<file path="config.mk">
export PLATFORM = sky130hd
export DESIGN_NAME = id_stage
export DESIGN_NICKNAME = d
export VERILOG_FILES = /design/src/logic/id_pkg.sv /design/src/logic/id_decoder.sv /design/src/logic/id_operand_mux.sv /design/src/logic/id_fsm.sv /design/src/logic/id_stage.sv
export SDC_FILE = /design/constraint.sdc
export NUM_CORES = 1
export LEC_CHECK = 0
export BUFFER_PORTS_ARGS = -buffer_cell sky130_fd_sc_hd__clkbuf_2
export CAP_MARGIN = 0
export CORE_AREA = 5 5 97 99
export CTS_CLUSTER_DIAMETER = 120
export DETAILED_ROUTE_END_ITERATION = 10
export DIE_AREA = 0 0 102 104
export SLEW_MARGIN = 5
export SYNTH_ARGS = -nofsm -noshare
export SYNTH_HDL_FRONTEND = slang
export SYNTH_SLANG_ARGS = --single-unit
</file>
<file path="constraint.sdc">
create_clock -name clk_i -period 2.3 [get_ports clk_i]
set_clock_uncertainty 0.15 [all_clocks]
set_input_delay 0.23 -clock clk_i [delete_from_list [all_inputs] [get_ports clk_i]]
set_output_delay 0.23 -clock clk_i [all_outputs]
set_load 0.005 [all_outputs]
</file>
<file path="src/logic/id_pkg.sv">
// Widths and encodings shared by the RV32I decode stage
// Imported by every RTL module of the stage and by its testbench

package id_pkg;

  //////////////////////////////
  // Widths
  //////////////////////////////

  // Data path and instruction word
  localparam int unsigned XLEN       = 32;
  // Register file index
  localparam int unsigned REG_ADDR_W = 5;

  //////////////////////////////
  // Instruction encodings
  //////////////////////////////

  // Major opcodes of the supported RV32I subset
  typedef enum logic [6:0] {
    OPC_LOAD   = 7'h03,
    OPC_OP_IMM = 7'h13,
    OPC_AUIPC  = 7'h17,
    OPC_STORE  = 7'h23,
    OPC_OP     = 7'h33,
    OPC_LUI    = 7'h37,
    OPC_BRANCH = 7'h63,
    OPC_JALR   = 7'h67,
    OPC_JAL    = 7'h6f
  } opcode_e;

  //////////////////////////////
  // Datapath controls
  //////////////////////////////

  // Arithmetic, shifts, set-less-than, then branch comparisons
  typedef enum logic [4:0] {
    ALU_ADD, ALU_SUB,
    ALU_XOR, ALU_OR, ALU_AND,
    ALU_SLL, ALU_SRL, ALU_SRA,
    ALU_SLT, ALU_SLTU,
    ALU_EQ, ALU_NE, ALU_LT, ALU_GE, ALU_LTU, ALU_GEU
  } alu_op_e;

  // Operand A source
  typedef enum logic [1:0] {OP_A_REG_A, OP_A_CURRPC, OP_A_ZERO} op_a_sel_e;

  // Operand B source
  typedef enum logic {OP_B_REG_B, OP_B_IMM} op_b_sel_e;

  // Immediate format feeding operand B
  // INCR_PC is the return address offset of a jump
  typedef enum logic [2:0] {
    IMM_B_I, IMM_B_S, IMM_B_B, IMM_B_U, IMM_B_J, IMM_B_INCR_PC
  } imm_b_sel_e;

  // Data access size
  typedef enum logic [1:0] {LSU_WORD = 2'b00, LSU_HALF = 2'b01, LSU_BYTE = 2'b10} lsu_type_e;

  // Decode stage state
  typedef enum logic {FIRST_CYCLE, MULTI_CYCLE} id_fsm_e;

endpackage

</file>
<file path="src/logic/id_decoder.sv">
// Combinational RV32I decoder of the decode stage
// Turns the instruction word into ALU selects, register addresses and the
// class flags that the stage FSM uses to plan its stalls

`timescale 1ns/1ps

module id_decoder (
  input  logic [id_pkg::XLEN-1:0]       instr_rdata_i,
  output id_pkg::alu_op_e               alu_operator_o,
  output id_pkg::op_a_sel_e             alu_op_a_mux_sel_o,
  output id_pkg::op_b_sel_e             alu_op_b_mux_sel_o,
  output id_pkg::imm_b_sel_e            imm_b_mux_sel_o,
  output logic [id_pkg::REG_ADDR_W-1:0] rf_raddr_a_o,
  output logic [id_pkg::REG_ADDR_W-1:0] rf_raddr_b_o,
  output logic [id_pkg::REG_ADDR_W-1:0] rf_waddr_o,
  output logic                          rf_we_o,
  output logic                          lsu_req_o,
  output logic                          lsu_we_o,
  output id_pkg::lsu_type_e             lsu_type_o,
  output logic                          lsu_sign_ext_o,
  output logic                          branch_in_dec_o,
  output logic                          jump_in_dec_o,
  output logic                          illegal_insn_o
);

  import id_pkg::*;

  logic [6:0] funct7;
  logic [2:0] funct3;

  assign funct7 = instr_rdata_i[31:25];
  assign funct3 = instr_rdata_i[14:12];

  // Register fields sit at fixed positions in every format
  assign rf_raddr_a_o = instr_rdata_i[19:15];
  assign rf_raddr_b_o = instr_rdata_i[24:20];
  assign rf_waddr_o   = instr_rdata_i[11:7];

  // Access size from the low funct3 bits, same for loads and stores
  always_comb begin
    unique case (funct3[1:0])
      2'b00:   lsu_type_o = LSU_BYTE;
      2'b01:   lsu_type_o = LSU_HALF;
      default: lsu_type_o = LSU_WORD;
    endcase
  end

  always_comb begin
    // Defaults describe a register-immediate add with no side effects
    alu_operator_o     = ALU_ADD;
    alu_op_a_mux_sel_o = OP_A_REG_A;
    alu_op_b_mux_sel_o = OP_B_IMM;
    imm_b_mux_sel_o    = IMM_B_I;
    rf_we_o            = 1'b0;
    lsu_req_o          = 1'b0;
    lsu_we_o           = 1'b0;
    lsu_sign_ext_o     = 1'b0;
    branch_in_dec_o    = 1'b0;
    jump_in_dec_o      = 1'b0;
    illegal_insn_o     = 1'b0;

    unique case (opcode_e'(instr_rdata_i[6:0]))
      // Link address PC+4 goes through the ALU
      OPC_JAL, OPC_JALR: begin
        jump_in_dec_o      = 1'b1;
        rf_we_o            = 1'b1;
        alu_op_a_mux_sel_o = OP_A_CURRPC;
        imm_b_mux_sel_o    = IMM_B_INCR_PC;
        illegal_insn_o     = (instr_rdata_i[6:0] == OPC_JALR) && (funct3 != 3'b000);
      end
      // Condition compares rs1 against rs2
      OPC_BRANCH: begin
        branch_in_dec_o    = 1'b1;
        alu_op_b_mux_sel_o = OP_B_REG_B;
        imm_b_mux_sel_o    = IMM_B_B;
        unique case (funct3)
          3'b000:  alu_operator_o = ALU_EQ;
          3'b001:  alu_operator_o = ALU_NE;
          3'b100:  alu_operator_o = ALU_LT;
          3'b101:  alu_operator_o = ALU_GE;
          3'b110:  alu_operator_o = ALU_LTU;
          3'b111:  alu_operator_o = ALU_GEU;
          default: illegal_insn_o = 1'b1;
        endcase
      end
      // Address is rs1 plus the offset
      OPC_LOAD: begin
        lsu_req_o      = 1'b1;
        rf_we_o        = 1'b1;
        lsu_sign_ext_o = ~funct3[2];
        illegal_insn_o = (funct3[1:0] == 2'b11) || (funct3 == 3'b110);
      end
      OPC_STORE: begin
        lsu_req_o       = 1'b1;
        lsu_we_o        = 1'b1;
        imm_b_mux_sel_o = IMM_B_S;
        illegal_insn_o  = funct3[2] || (funct3[1:0] == 2'b11);
      end
      OPC_LUI: begin
        rf_we_o            = 1'b1;
        alu_op_a_mux_sel_o = OP_A_ZERO;
        imm_b_mux_sel_o    = IMM_B_U;
      end
      OPC_AUIPC: begin
        rf_we_o            = 1'b1;
        alu_op_a_mux_sel_o = OP_A_CURRPC;
        imm_b_mux_sel_o    = IMM_B_U;
      end
      OPC_OP_IMM: begin
        rf_we_o = 1'b1;
        unique case (funct3)
          3'b000: alu_operator_o = ALU_ADD;
          3'b010: alu_operator_o = ALU_SLT;
          3'b011: alu_operator_o = ALU_SLTU;
          3'b100: alu_operator_o = ALU_XOR;
          3'b110: alu_operator_o = ALU_OR;
          3'b111: alu_operator_o = ALU_AND;
          3'b001: begin
            alu_operator_o = ALU_SLL;
            illegal_insn_o = (funct7 != 7'b0);
          end
          3'b101: begin
            // Bit 30 picks the arithmetic shift
            alu_operator_o = funct7[5] ? ALU_SRA : ALU_SRL;
            illegal_insn_o = ({funct7[6], funct7[4:0]} != 6'b0);
          end
        endcase
      end
      OPC_OP: begin
        rf_we_o            = 1'b1;
        alu_op_b_mux_sel_o = OP_B_REG_B;
        unique case (funct3)
          3'b000: alu_operator_o = funct7[5] ? ALU_SUB : ALU_ADD;
          3'b001: alu_operator_o = ALU_SLL;
          3'b010: alu_operator_o = ALU_SLT;
          3'b011: alu_operator_o = ALU_SLTU;
          3'b100: alu_operator_o = ALU_XOR;
          3'b101: alu_operator_o = funct7[5] ? ALU_SRA : ALU_SRL;
          3'b110: alu_operator_o = ALU_OR;
          3'b111: alu_operator_o = ALU_AND;
        endcase
        // Only 0000000 and 0100000 exist, the latter just for SUB and SRA
        if ({funct7[6], funct7[4:0]} != 6'b0) begin
          illegal_insn_o = 1'b1;
        end else if (funct7[5] && (funct3 != 3'b000) && (funct3 != 3'b101)) begin
          illegal_insn_o = 1'b1;
        end
      end
      default: illegal_insn_o = 1'b1;
    endcase

    // An illegal word must not write, access memory or redirect fetch
    if (illegal_insn_o) begin
      rf_we_o         = 1'b0;
      lsu_req_o       = 1'b0;
      lsu_we_o        = 1'b0;
      branch_in_dec_o = 1'b0;
      jump_in_dec_o   = 1'b0;
    end
  end

  // The FSM serves one multicycle class at a time
  always_comb begin
    assert final ($onehot0({lsu_req_o, branch_in_dec_o, jump_in_dec_o}))
      else $error("decoder raised more than one multicycle class");
  end

endmodule

</file>
<file path="src/logic/id_operand_mux.sv">
// Immediate generation and ALU operand selection of the decode stage
// Selects come from the decoder, data from the PC and the register file

`timescale 1ns/1ps

module id_operand_mux (
  input  logic [id_pkg::XLEN-1:0] instr_rdata_i,
  input  logic [id_pkg::XLEN-1:0] pc_id_i,
  input  logic [id_pkg::XLEN-1:0] rf_rdata_a_i,
  input  logic [id_pkg::XLEN-1:0] rf_rdata_b_i,
  input  id_pkg::op_a_sel_e       alu_op_a_mux_sel_i,
  input  id_pkg::op_b_sel_e       alu_op_b_mux_sel_i,
  input  id_pkg::imm_b_sel_e      imm_b_mux_sel_i,
  output logic [id_pkg::XLEN-1:0] alu_operand_a_o,
  output logic [id_pkg::XLEN-1:0] alu_operand_b_o
);

  import id_pkg::*;

  logic [XLEN-1:0] imm_i_type;
  logic [XLEN-1:0] imm_s_type;
  logic [XLEN-1:0] imm_b_type;
  logic [XLEN-1:0] imm_u_type;
  logic [XLEN-1:0] imm_j_type;
  logic [XLEN-1:0] imm_b;

  // Sign bit is always instruction bit 31
  assign imm_i_type = {{20{instr_rdata_i[31]}}, instr_rdata_i[31:20]};
  assign imm_s_type = {{20{instr_rdata_i[31]}}, instr_rdata_i[31:25], instr_rdata_i[11:7]};
  assign imm_b_type = {{19{instr_rdata_i[31]}}, instr_rdata_i[31], instr_rdata_i[7],
                       instr_rdata_i[30:25], instr_rdata_i[11:8], 1'b0};
  assign imm_u_type = {instr_rdata_i[31:12], 12'b0};
  assign imm_j_type = {{12{instr_rdata_i[31]}}, instr_rdata_i[19:12], instr_rdata_i[20],
                       instr_rdata_i[30:21], 1'b0};

  always_comb begin
    unique case (imm_b_mux_sel_i)
      IMM_B_I:       imm_b = imm_i_type;
      IMM_B_S:       imm_b = imm_s_type;
      IMM_B_B:       imm_b = imm_b_type;
      IMM_B_U:       imm_b = imm_u_type;
      IMM_B_J:       imm_b = imm_j_type;
      // No compressed instructions, so the link offset is always 4
      IMM_B_INCR_PC: imm_b = 32'h4;
      default:       imm_b = 32'h4;
    endcase
  end

  always_comb begin
    unique case (alu_op_a_mux_sel_i)
      OP_A_REG_A:  alu_operand_a_o = rf_rdata_a_i;
      OP_A_CURRPC: alu_operand_a_o = pc_id_i;
      default:     alu_operand_a_o = '0;
    endcase
  end

  assign alu_operand_b_o = (alu_op_b_mux_sel_i == OP_B_IMM) ? imm_b : rf_rdata_b_i;

  // Decoder must hand over a defined immediate format
  always_comb begin
    assert final (imm_b_mux_sel_i inside {IMM_B_I, IMM_B_S, IMM_B_B, IMM_B_U, IMM_B_J,
                                          IMM_B_INCR_PC})
      else $error("undefined immediate select %0d", imm_b_mux_sel_i);
  end

endmodule

</file>
<file path="src/logic/id_fsm.sv">
// First-cycle/multi-cycle control of the decode stage
// Derives stalls, the done cycle and the PC set, and gates the decoder enables

`timescale 1ns/1ps

module id_fsm (
  input  logic clk_i,
  input  logic rst_ni,
  input  logic instr_valid_i,
  input  logic branch_decision_i,
  input  logic lsu_resp_valid_i,
  input  logic lsu_req_dec_i,
  input  logic branch_in_dec_i,
  input  logic jump_in_dec_i,
  input  logic rf_we_dec_i,
  input  logic illegal_insn_dec_i,
  output logic lsu_req_o,
  output logic rf_we_o,
  output logic pc_set_o,
  output logic illegal_insn_o,
  output logic id_in_ready_o,
  output logic instr_done_o
);

  import id_pkg::*;

  id_fsm_e id_fsm_q;
  id_fsm_e id_fsm_d;
  logic    instr_first_cycle;
  logic    multicycle_done;
  logic    stall_mem;
  logic    stall_branch;
  logic    stall_jump;
  logic    stall_id;
  logic    branch_set_d;
  logic    branch_set_q;
  logic    jump_set;

  //////////////////////////////
  // State and branch set
  //////////////////////////////

  // State only advances while an instruction is present
  always_ff @(posedge clk_i or negedge rst_ni) begin
    if (!rst_ni) begin
      id_fsm_q     <= FIRST_CYCLE;
      branch_set_q <= 1'b0;
    end else begin
      branch_set_q <= branch_set_d;
      if (instr_valid_i) begin
        id_fsm_q <= id_fsm_d;
      end
    end
  end

  assign instr_first_cycle = instr_valid_i & (id_fsm_q == FIRST_CYCLE);

  // Branches and jumps leave after one extra cycle, memory waits for the response
  assign multicycle_done = ~lsu_req_dec_i | lsu_resp_valid_i;

  always_comb begin
    id_fsm_d     = id_fsm_q;
    stall_branch = 1'b0;
    stall_jump   = 1'b0;
    branch_set_d = 1'b0;
    jump_set     = 1'b0;
    if (instr_valid_i) begin
      unique case (id_fsm_q)
        FIRST_CYCLE: begin
          if (lsu_req_dec_i) begin
            id_fsm_d = MULTI_CYCLE;
          end else if (branch_in_dec_i) begin
            // Taken decision is flopped and sets the PC next cycle
            id_fsm_d     = branch_decision_i ? MULTI_CYCLE : FIRST_CYCLE;
            stall_branch = branch_decision_i;
            branch_set_d = branch_decision_i;
          end else if (jump_in_dec_i) begin
            // Jump redirects fetch now and writes the link next cycle
            id_fsm_d   = MULTI_CYCLE;
            stall_jump = 1'b1;
            jump_set   = 1'b1;
          end
        end
        MULTI_CYCLE: begin
          if (multicycle_done) begin
            id_fsm_d = FIRST_CYCLE;
          end
        end
      endcase
    end
  end

  //////////////////////////////
  // Stalls and gated outputs
  //////////////////////////////

  // Memory access always holds the first cycle, then waits for the response pulse
  assign stall_mem = instr_valid_i & lsu_req_dec_i & (~lsu_resp_valid_i | instr_first_cycle);
  assign stall_id  = stall_mem | stall_branch | stall_jump;

  assign instr_done_o   = instr_valid_i & ~stall_id;
  assign id_in_ready_o  = instr_done_o | ~instr_valid_i;
  // Request is issued once, in the first cycle
  assign lsu_req_o      = instr_first_cycle & lsu_req_dec_i;
  // Write happens in the done cycle only
  assign rf_we_o        = rf_we_dec_i & instr_done_o;
  assign pc_set_o       = instr_valid_i & (jump_set | branch_set_q);
  assign illegal_insn_o = instr_valid_i & illegal_insn_dec_i;

  // Entering MULTI_CYCLE always holds the instruction in the stage
  a_multicycle_stalls: assert property (@(posedge clk_i) disable iff (!rst_ni)
    (id_fsm_q == FIRST_CYCLE) && (id_fsm_d == MULTI_CYCLE) |-> stall_id)
    else $error("move to MULTI_CYCLE without a stall");

  // Only memory, branch and jump instructions may hold the stage
  a_valid_done_or_stall: assert property (@(posedge clk_i) disable iff (!rst_ni)
    instr_valid_i && !instr_done_o |-> (lsu_req_dec_i || branch_in_dec_i || jump_in_dec_i))
    else $error("valid instruction held without a multicycle class");

endmodule

</file>
<file path="src/logic/id_stage.sv">
// Top level of the RV32I decode stage without a writeback stage
// Connects the decoder, the operand mux and the stage FSM

`timescale 1ns/1ps

module id_stage (
  input  logic                          clk_i,
  input  logic                          rst_ni,
  // Fetch/decode pipeline register
  input  logic                          instr_valid_i,
  input  logic [id_pkg::XLEN-1:0]       instr_rdata_i,
  input  logic [id_pkg::XLEN-1:0]       pc_id_i,
  // Register file read data
  input  logic [id_pkg::XLEN-1:0]       rf_rdata_a_i,
  input  logic [id_pkg::XLEN-1:0]       rf_rdata_b_i,
  // Feedback from execute and memory
  input  logic                          branch_decision_i,
  input  logic                          lsu_resp_valid_i,
  // ALU
  output id_pkg::alu_op_e               alu_operator_o,
  output logic [id_pkg::XLEN-1:0]       alu_operand_a_o,
  output logic [id_pkg::XLEN-1:0]       alu_operand_b_o,
  // Register file
  output logic [id_pkg::REG_ADDR_W-1:0] rf_raddr_a_o,
  output logic [id_pkg::REG_ADDR_W-1:0] rf_raddr_b_o,
  output logic [id_pkg::REG_ADDR_W-1:0] rf_waddr_o,
  output logic                          rf_we_o,
  // Load/store unit
  output logic                          lsu_req_o,
  output logic                          lsu_we_o,
  output id_pkg::lsu_type_e             lsu_type_o,
  output logic                          lsu_sign_ext_o,
  output logic [id_pkg::XLEN-1:0]       lsu_wdata_o,
  // Stage control
  output logic                          pc_set_o,
  output logic                          illegal_insn_o,
  output logic                          id_in_ready_o,
  output logic                          instr_done_o
);

  import id_pkg::*;

  // Operand selects from the decoder
  op_a_sel_e  alu_op_a_mux_sel;
  op_b_sel_e  alu_op_b_mux_sel;
  imm_b_sel_e imm_b_mux_sel;

  // Ungated class flags for the FSM
  logic lsu_req_dec;
  logic branch_in_dec;
  logic jump_in_dec;
  logic rf_we_dec;
  logic illegal_insn_dec;

  id_decoder decoder_i (
    .instr_rdata_i     (instr_rdata_i),
    .alu_operator_o    (alu_operator_o),
    .alu_op_a_mux_sel_o(alu_op_a_mux_sel),
    .alu_op_b_mux_sel_o(alu_op_b_mux_sel),
    .imm_b_mux_sel_o   (imm_b_mux_sel),
    .rf_raddr_a_o      (rf_raddr_a_o),
    .rf_raddr_b_o      (rf_raddr_b_o),
    .rf_waddr_o        (rf_waddr_o),
    .rf_we_o           (rf_we_dec),
    .lsu_req_o         (lsu_req_dec),
    .lsu_we_o          (lsu_we_o),
    .lsu_type_o        (lsu_type_o),
    .lsu_sign_ext_o    (lsu_sign_ext_o),
    .branch_in_dec_o   (branch_in_dec),
    .jump_in_dec_o     (jump_in_dec),
    .illegal_insn_o    (illegal_insn_dec)
  );

  id_operand_mux operand_mux_i (
    .instr_rdata_i     (instr_rdata_i),
    .pc_id_i           (pc_id_i),
    .rf_rdata_a_i      (rf_rdata_a_i),
    .rf_rdata_b_i      (rf_rdata_b_i),
    .alu_op_a_mux_sel_i(alu_op_a_mux_sel),
    .alu_op_b_mux_sel_i(alu_op_b_mux_sel),
    .imm_b_mux_sel_i   (imm_b_mux_sel),
    .alu_operand_a_o   (alu_operand_a_o),
    .alu_operand_b_o   (alu_operand_b_o)
  );

  id_fsm fsm_i (
    .clk_i             (clk_i),
    .rst_ni            (rst_ni),
    .instr_valid_i     (instr_valid_i),
    .branch_decision_i (branch_decision_i),
    .lsu_resp_valid_i  (lsu_resp_valid_i),
    .lsu_req_dec_i     (lsu_req_dec),
    .branch_in_dec_i   (branch_in_dec),
    .jump_in_dec_i     (jump_in_dec),
    .rf_we_dec_i       (rf_we_dec),
    .illegal_insn_dec_i(illegal_insn_dec),
    .lsu_req_o         (lsu_req_o),
    .rf_we_o           (rf_we_o),
    .pc_set_o          (pc_set_o),
    .illegal_insn_o    (illegal_insn_o),
    .id_in_ready_o     (id_in_ready_o),
    .instr_done_o      (instr_done_o)
  );

  // No forwarding path, store data comes straight from the register file
  assign lsu_wdata_o = rf_rdata_b_i;

endmodule

</file>
==> run summary <==
The run finished with clean final reports. Setup violations remaining at the end of the flow were counted as 0. The run gives 3 as the number of CTS-inserted buffers.

The critical path required time was 1.92 ns. By startpoint and endpoint, the worst setup path is classified as primary input to primary output. The residual antenna-violating net count after detailed routing came out at 0. The via count of the first global-routing pass was 2724; the chip width was 102 um. The number of unique standard cell types used by synthesis is 57, and the clock slew at the register clock pins of the worst setup and hold paths is 0.03 ns. In the final layout, the share of cells above drive strength 1 is 63.8%.

The longest clock path from root to sink contains 2 buffers. In the synthesized netlist, the number of instances is 245. The final critical path takes up 96.2% of the cycle.

The tools report the max-cap check violation count as 0. The die area was 10600 um^2; the remaining global-route overflow was 0. Dividing total power by cell area gives a power density of 212 nW/um^2. For the final weighted congestion of routability-driven global placement, the log shows 0.800. The synthesized design contains 0 enable-type register cells.

The tools report the detailed-route wire length as 9.03 mm. The worst setup path is captured at a primary output. The post-synthesis register bit count was 2; the DRC violation total after the first TritonRoute iteration was 78. In the synthesized netlist the async set-or-reset flop fraction comes to 100%. Clock latency on the worst-skew pair: 0.21 ns. The cell area after synthesis was 1780 um^2; the largest net degree at the start of global routing was 44.

On the worst path, the slowest cell contributes a delay of 0.52 ns. The total inserted antenna cells came out at 0. The logs give 1 for the number of H-tree levels and 452 MHz for the maximum achievable frequency. Walking the worst path, the cells encountered are clkbuf_2, or4_4, nor3_4, a21o_2, nand3_4, nor3_1, clkbuf_2. In the routed design, unresolved DRC markers number 0. The logs give 0 for the count of endpoints failing hold in the final timing report and 34 for the placement row count. OpenSTA, run right after detailed placement, puts the worst setup slack at -0.00183 ns. In the layout the commonest cells are 257 x clkbuf_2, 33 x a22o_1, 27 x nand2_1, 19 x a221o_1, 9 x buf_4.

Leaving out fill and tap cells, the most frequent cell in the layout is clkbuf_2. The tree is rooted in a clkbuf_8. Setup repair after global routing left no endpoint under its margin.

The tools report the highest ir drop seen on vdd as 154 uV. For this design the static power due to leakage is 1.66 nW. Register area share after synthesis: 2.82%.

In this run the worst path has a maximum fanout of 6. The net count of the finished layout is 583. The starting utilization of the core area was 21.0%; the number of detailed-routing iterations run before antenna repair was 5. The average vias per placed instance is 4.92.

Number of port buffers: 257. The number of nets in the synthesized netlist is 378. The clock net in this run drives a total of 2 sinks. During I/O placement, the number of pins put on the boundary was 259. By instance count, the cell type seen most on the critical path is clkbuf_2. The total power draw was 614 uW.

Once the clock tree was built, the setup fixing pass inserted 0 buffers. For the finished layout, the period the worst path requires is 2.21 ns. The initial antenna violation count was 0.

From synthesis to final layout, the design area changed by 63.4%. The worst setup margin was 0.0866 ns; the post-detailed-route wirelength per cell was 16.2 um. The first global-routing pass estimated 13.4 mm of wire. The total global-route track usage was 15.3%.

Cell with the largest stage delay on the worst path: or4_4. TritonCTS built the clock tree. After synthesis, the mean cell area works out to 7.25 um^2. The area of the placeable core was 8470 um^2. The run gives 0 as the number of max-slew violations in the final report. Total number of vias: 2734. For the worst setup path, the data arrival time is 1.83 ns. For this run, the number of Yosys warnings is 0. STA classifies the critical path startpoint as a primary input. The wire-length estimate of the detail-placed layout is 7.88 mm. Dominant synthesized flop cell: dfrtp_1.

The worst hold path belongs to the class primary input to flip-flop. Y dimension of the die: 104 um.
-- per-stage QoR --
stage                     std cells  instance area [um^2]  utilization (%)  hold WS (ns)  setup TNS (ns)
after global routing            556                  2900             34.3         0.146               0
after CTS                       556                  2880             34.0         0.117               0
after global placement          552                  2820             33.3        -0.133               0
after floorplan                 245                  1780                -        -0.216               0
after detailed placement        552                  2820             33.3        -0.132        -0.00183
final                           556                  2900             34.3         0.123               0
-- sequential cells by signal, indices dropped and copies added (netlist names) --
| signal | count |
|---|---|
| fsm_i.branch_set_q | 1 |
| fsm_i.id_fsm_q | 1 |
-- power by group --
group / internal [mW] / switching (mW) / total [mW] / leakage (nW)
combinational: 0.237 / 0.204 / 0.441 / 1.61
clock: 0.111 / 0.0264 / 0.137 / 0.0216
sequential: 0.0356 / 0.0000596 / 0.0356 / 0.0279
total: 0.384 / 0.230 / 0.614 / 1.66
-- kinds of logic (layout without fill, tap and decap cells) --
family / Yosys count / count (layout) / share of synthesized area (%)
compound gates: 91 / 91 / 41.9
simple gates: 74 / 74 / 24.7
buf+inv: 73 / 276 / 28.2
xor+xnor: 2 / 2 / 0.986
mux: 2 / 2 / 1.20
flops: 2 / 2 / 2.82
other cells: 1 / 1 / 0.211
-- path summary, 6_finish.rpt --
check | startpoint | end | slack (ns) | depth (start not counted)
worst max-delay path | instr_rdata_i[29] | lsu_req_o | 0.09 | 7
worst min register to register | fsm_i.id_fsm_q | fsm_i.id_fsm_q | 0.39 | 1
worst min-delay path | branch_decision_i | fsm_i.branch_set_q | 0.12 | 3
worst max register to register | fsm_i.id_fsm_q | fsm_i.id_fsm_q | 0.97 | 4
max in group asynchronous | rst_ni | fsm_i.id_fsm_q | 1.71 | 2
min in group asynchronous | rst_ni | fsm_i.branch_set_q | 0.19 | 2
-- timing repair --
item / in CTS / in global routing
pin swaps: 0 / 6
resized for setup: 1 / 4
endpoints found under the hold margin: 2 / 0
hold buffers: 1 / 0
endpoints found under the setup margin: 1 / 1
-- layout make-up --
cell class / count / area, um^2
fillers: 955 / 5560
repair buffers: 269 / 1400
multi-input cells: 170 / 1260
well taps: 108 / 135
flip-flops and latches: 2 / 50.0
clock buffers: 3 / 41.3
inverters: 4 / 15.0
-- synth_stat cells, types with 5 or more instances --
library cell,n,area share (%)
buf_4,53,22
nand2_1,27,5.7
buf_2,10,2.8
a22o_1,33,16
nor2_1,5,1.1
nand3_1,5,1.4
o21ai_0,8,2.3
a221o_1,19,11
-- critical path: cells and delay by family --
family,cells,cell delay [ns]
AO/OA/AOI/OAI,1,0.21
AND/OR/NAND/NOR,4,1.14
buffers and inverters,2,0.26
-- routing by layer --
layer	track usage, %	vias up	wire length (um)
li1	-	1306	-
met1	17.1	1242	3330
met2	29.6	178	4670
met3	2.62	8	951
met4	2.53	0	85
met5	0	-	0
Power figures use the tool's default switching activity.
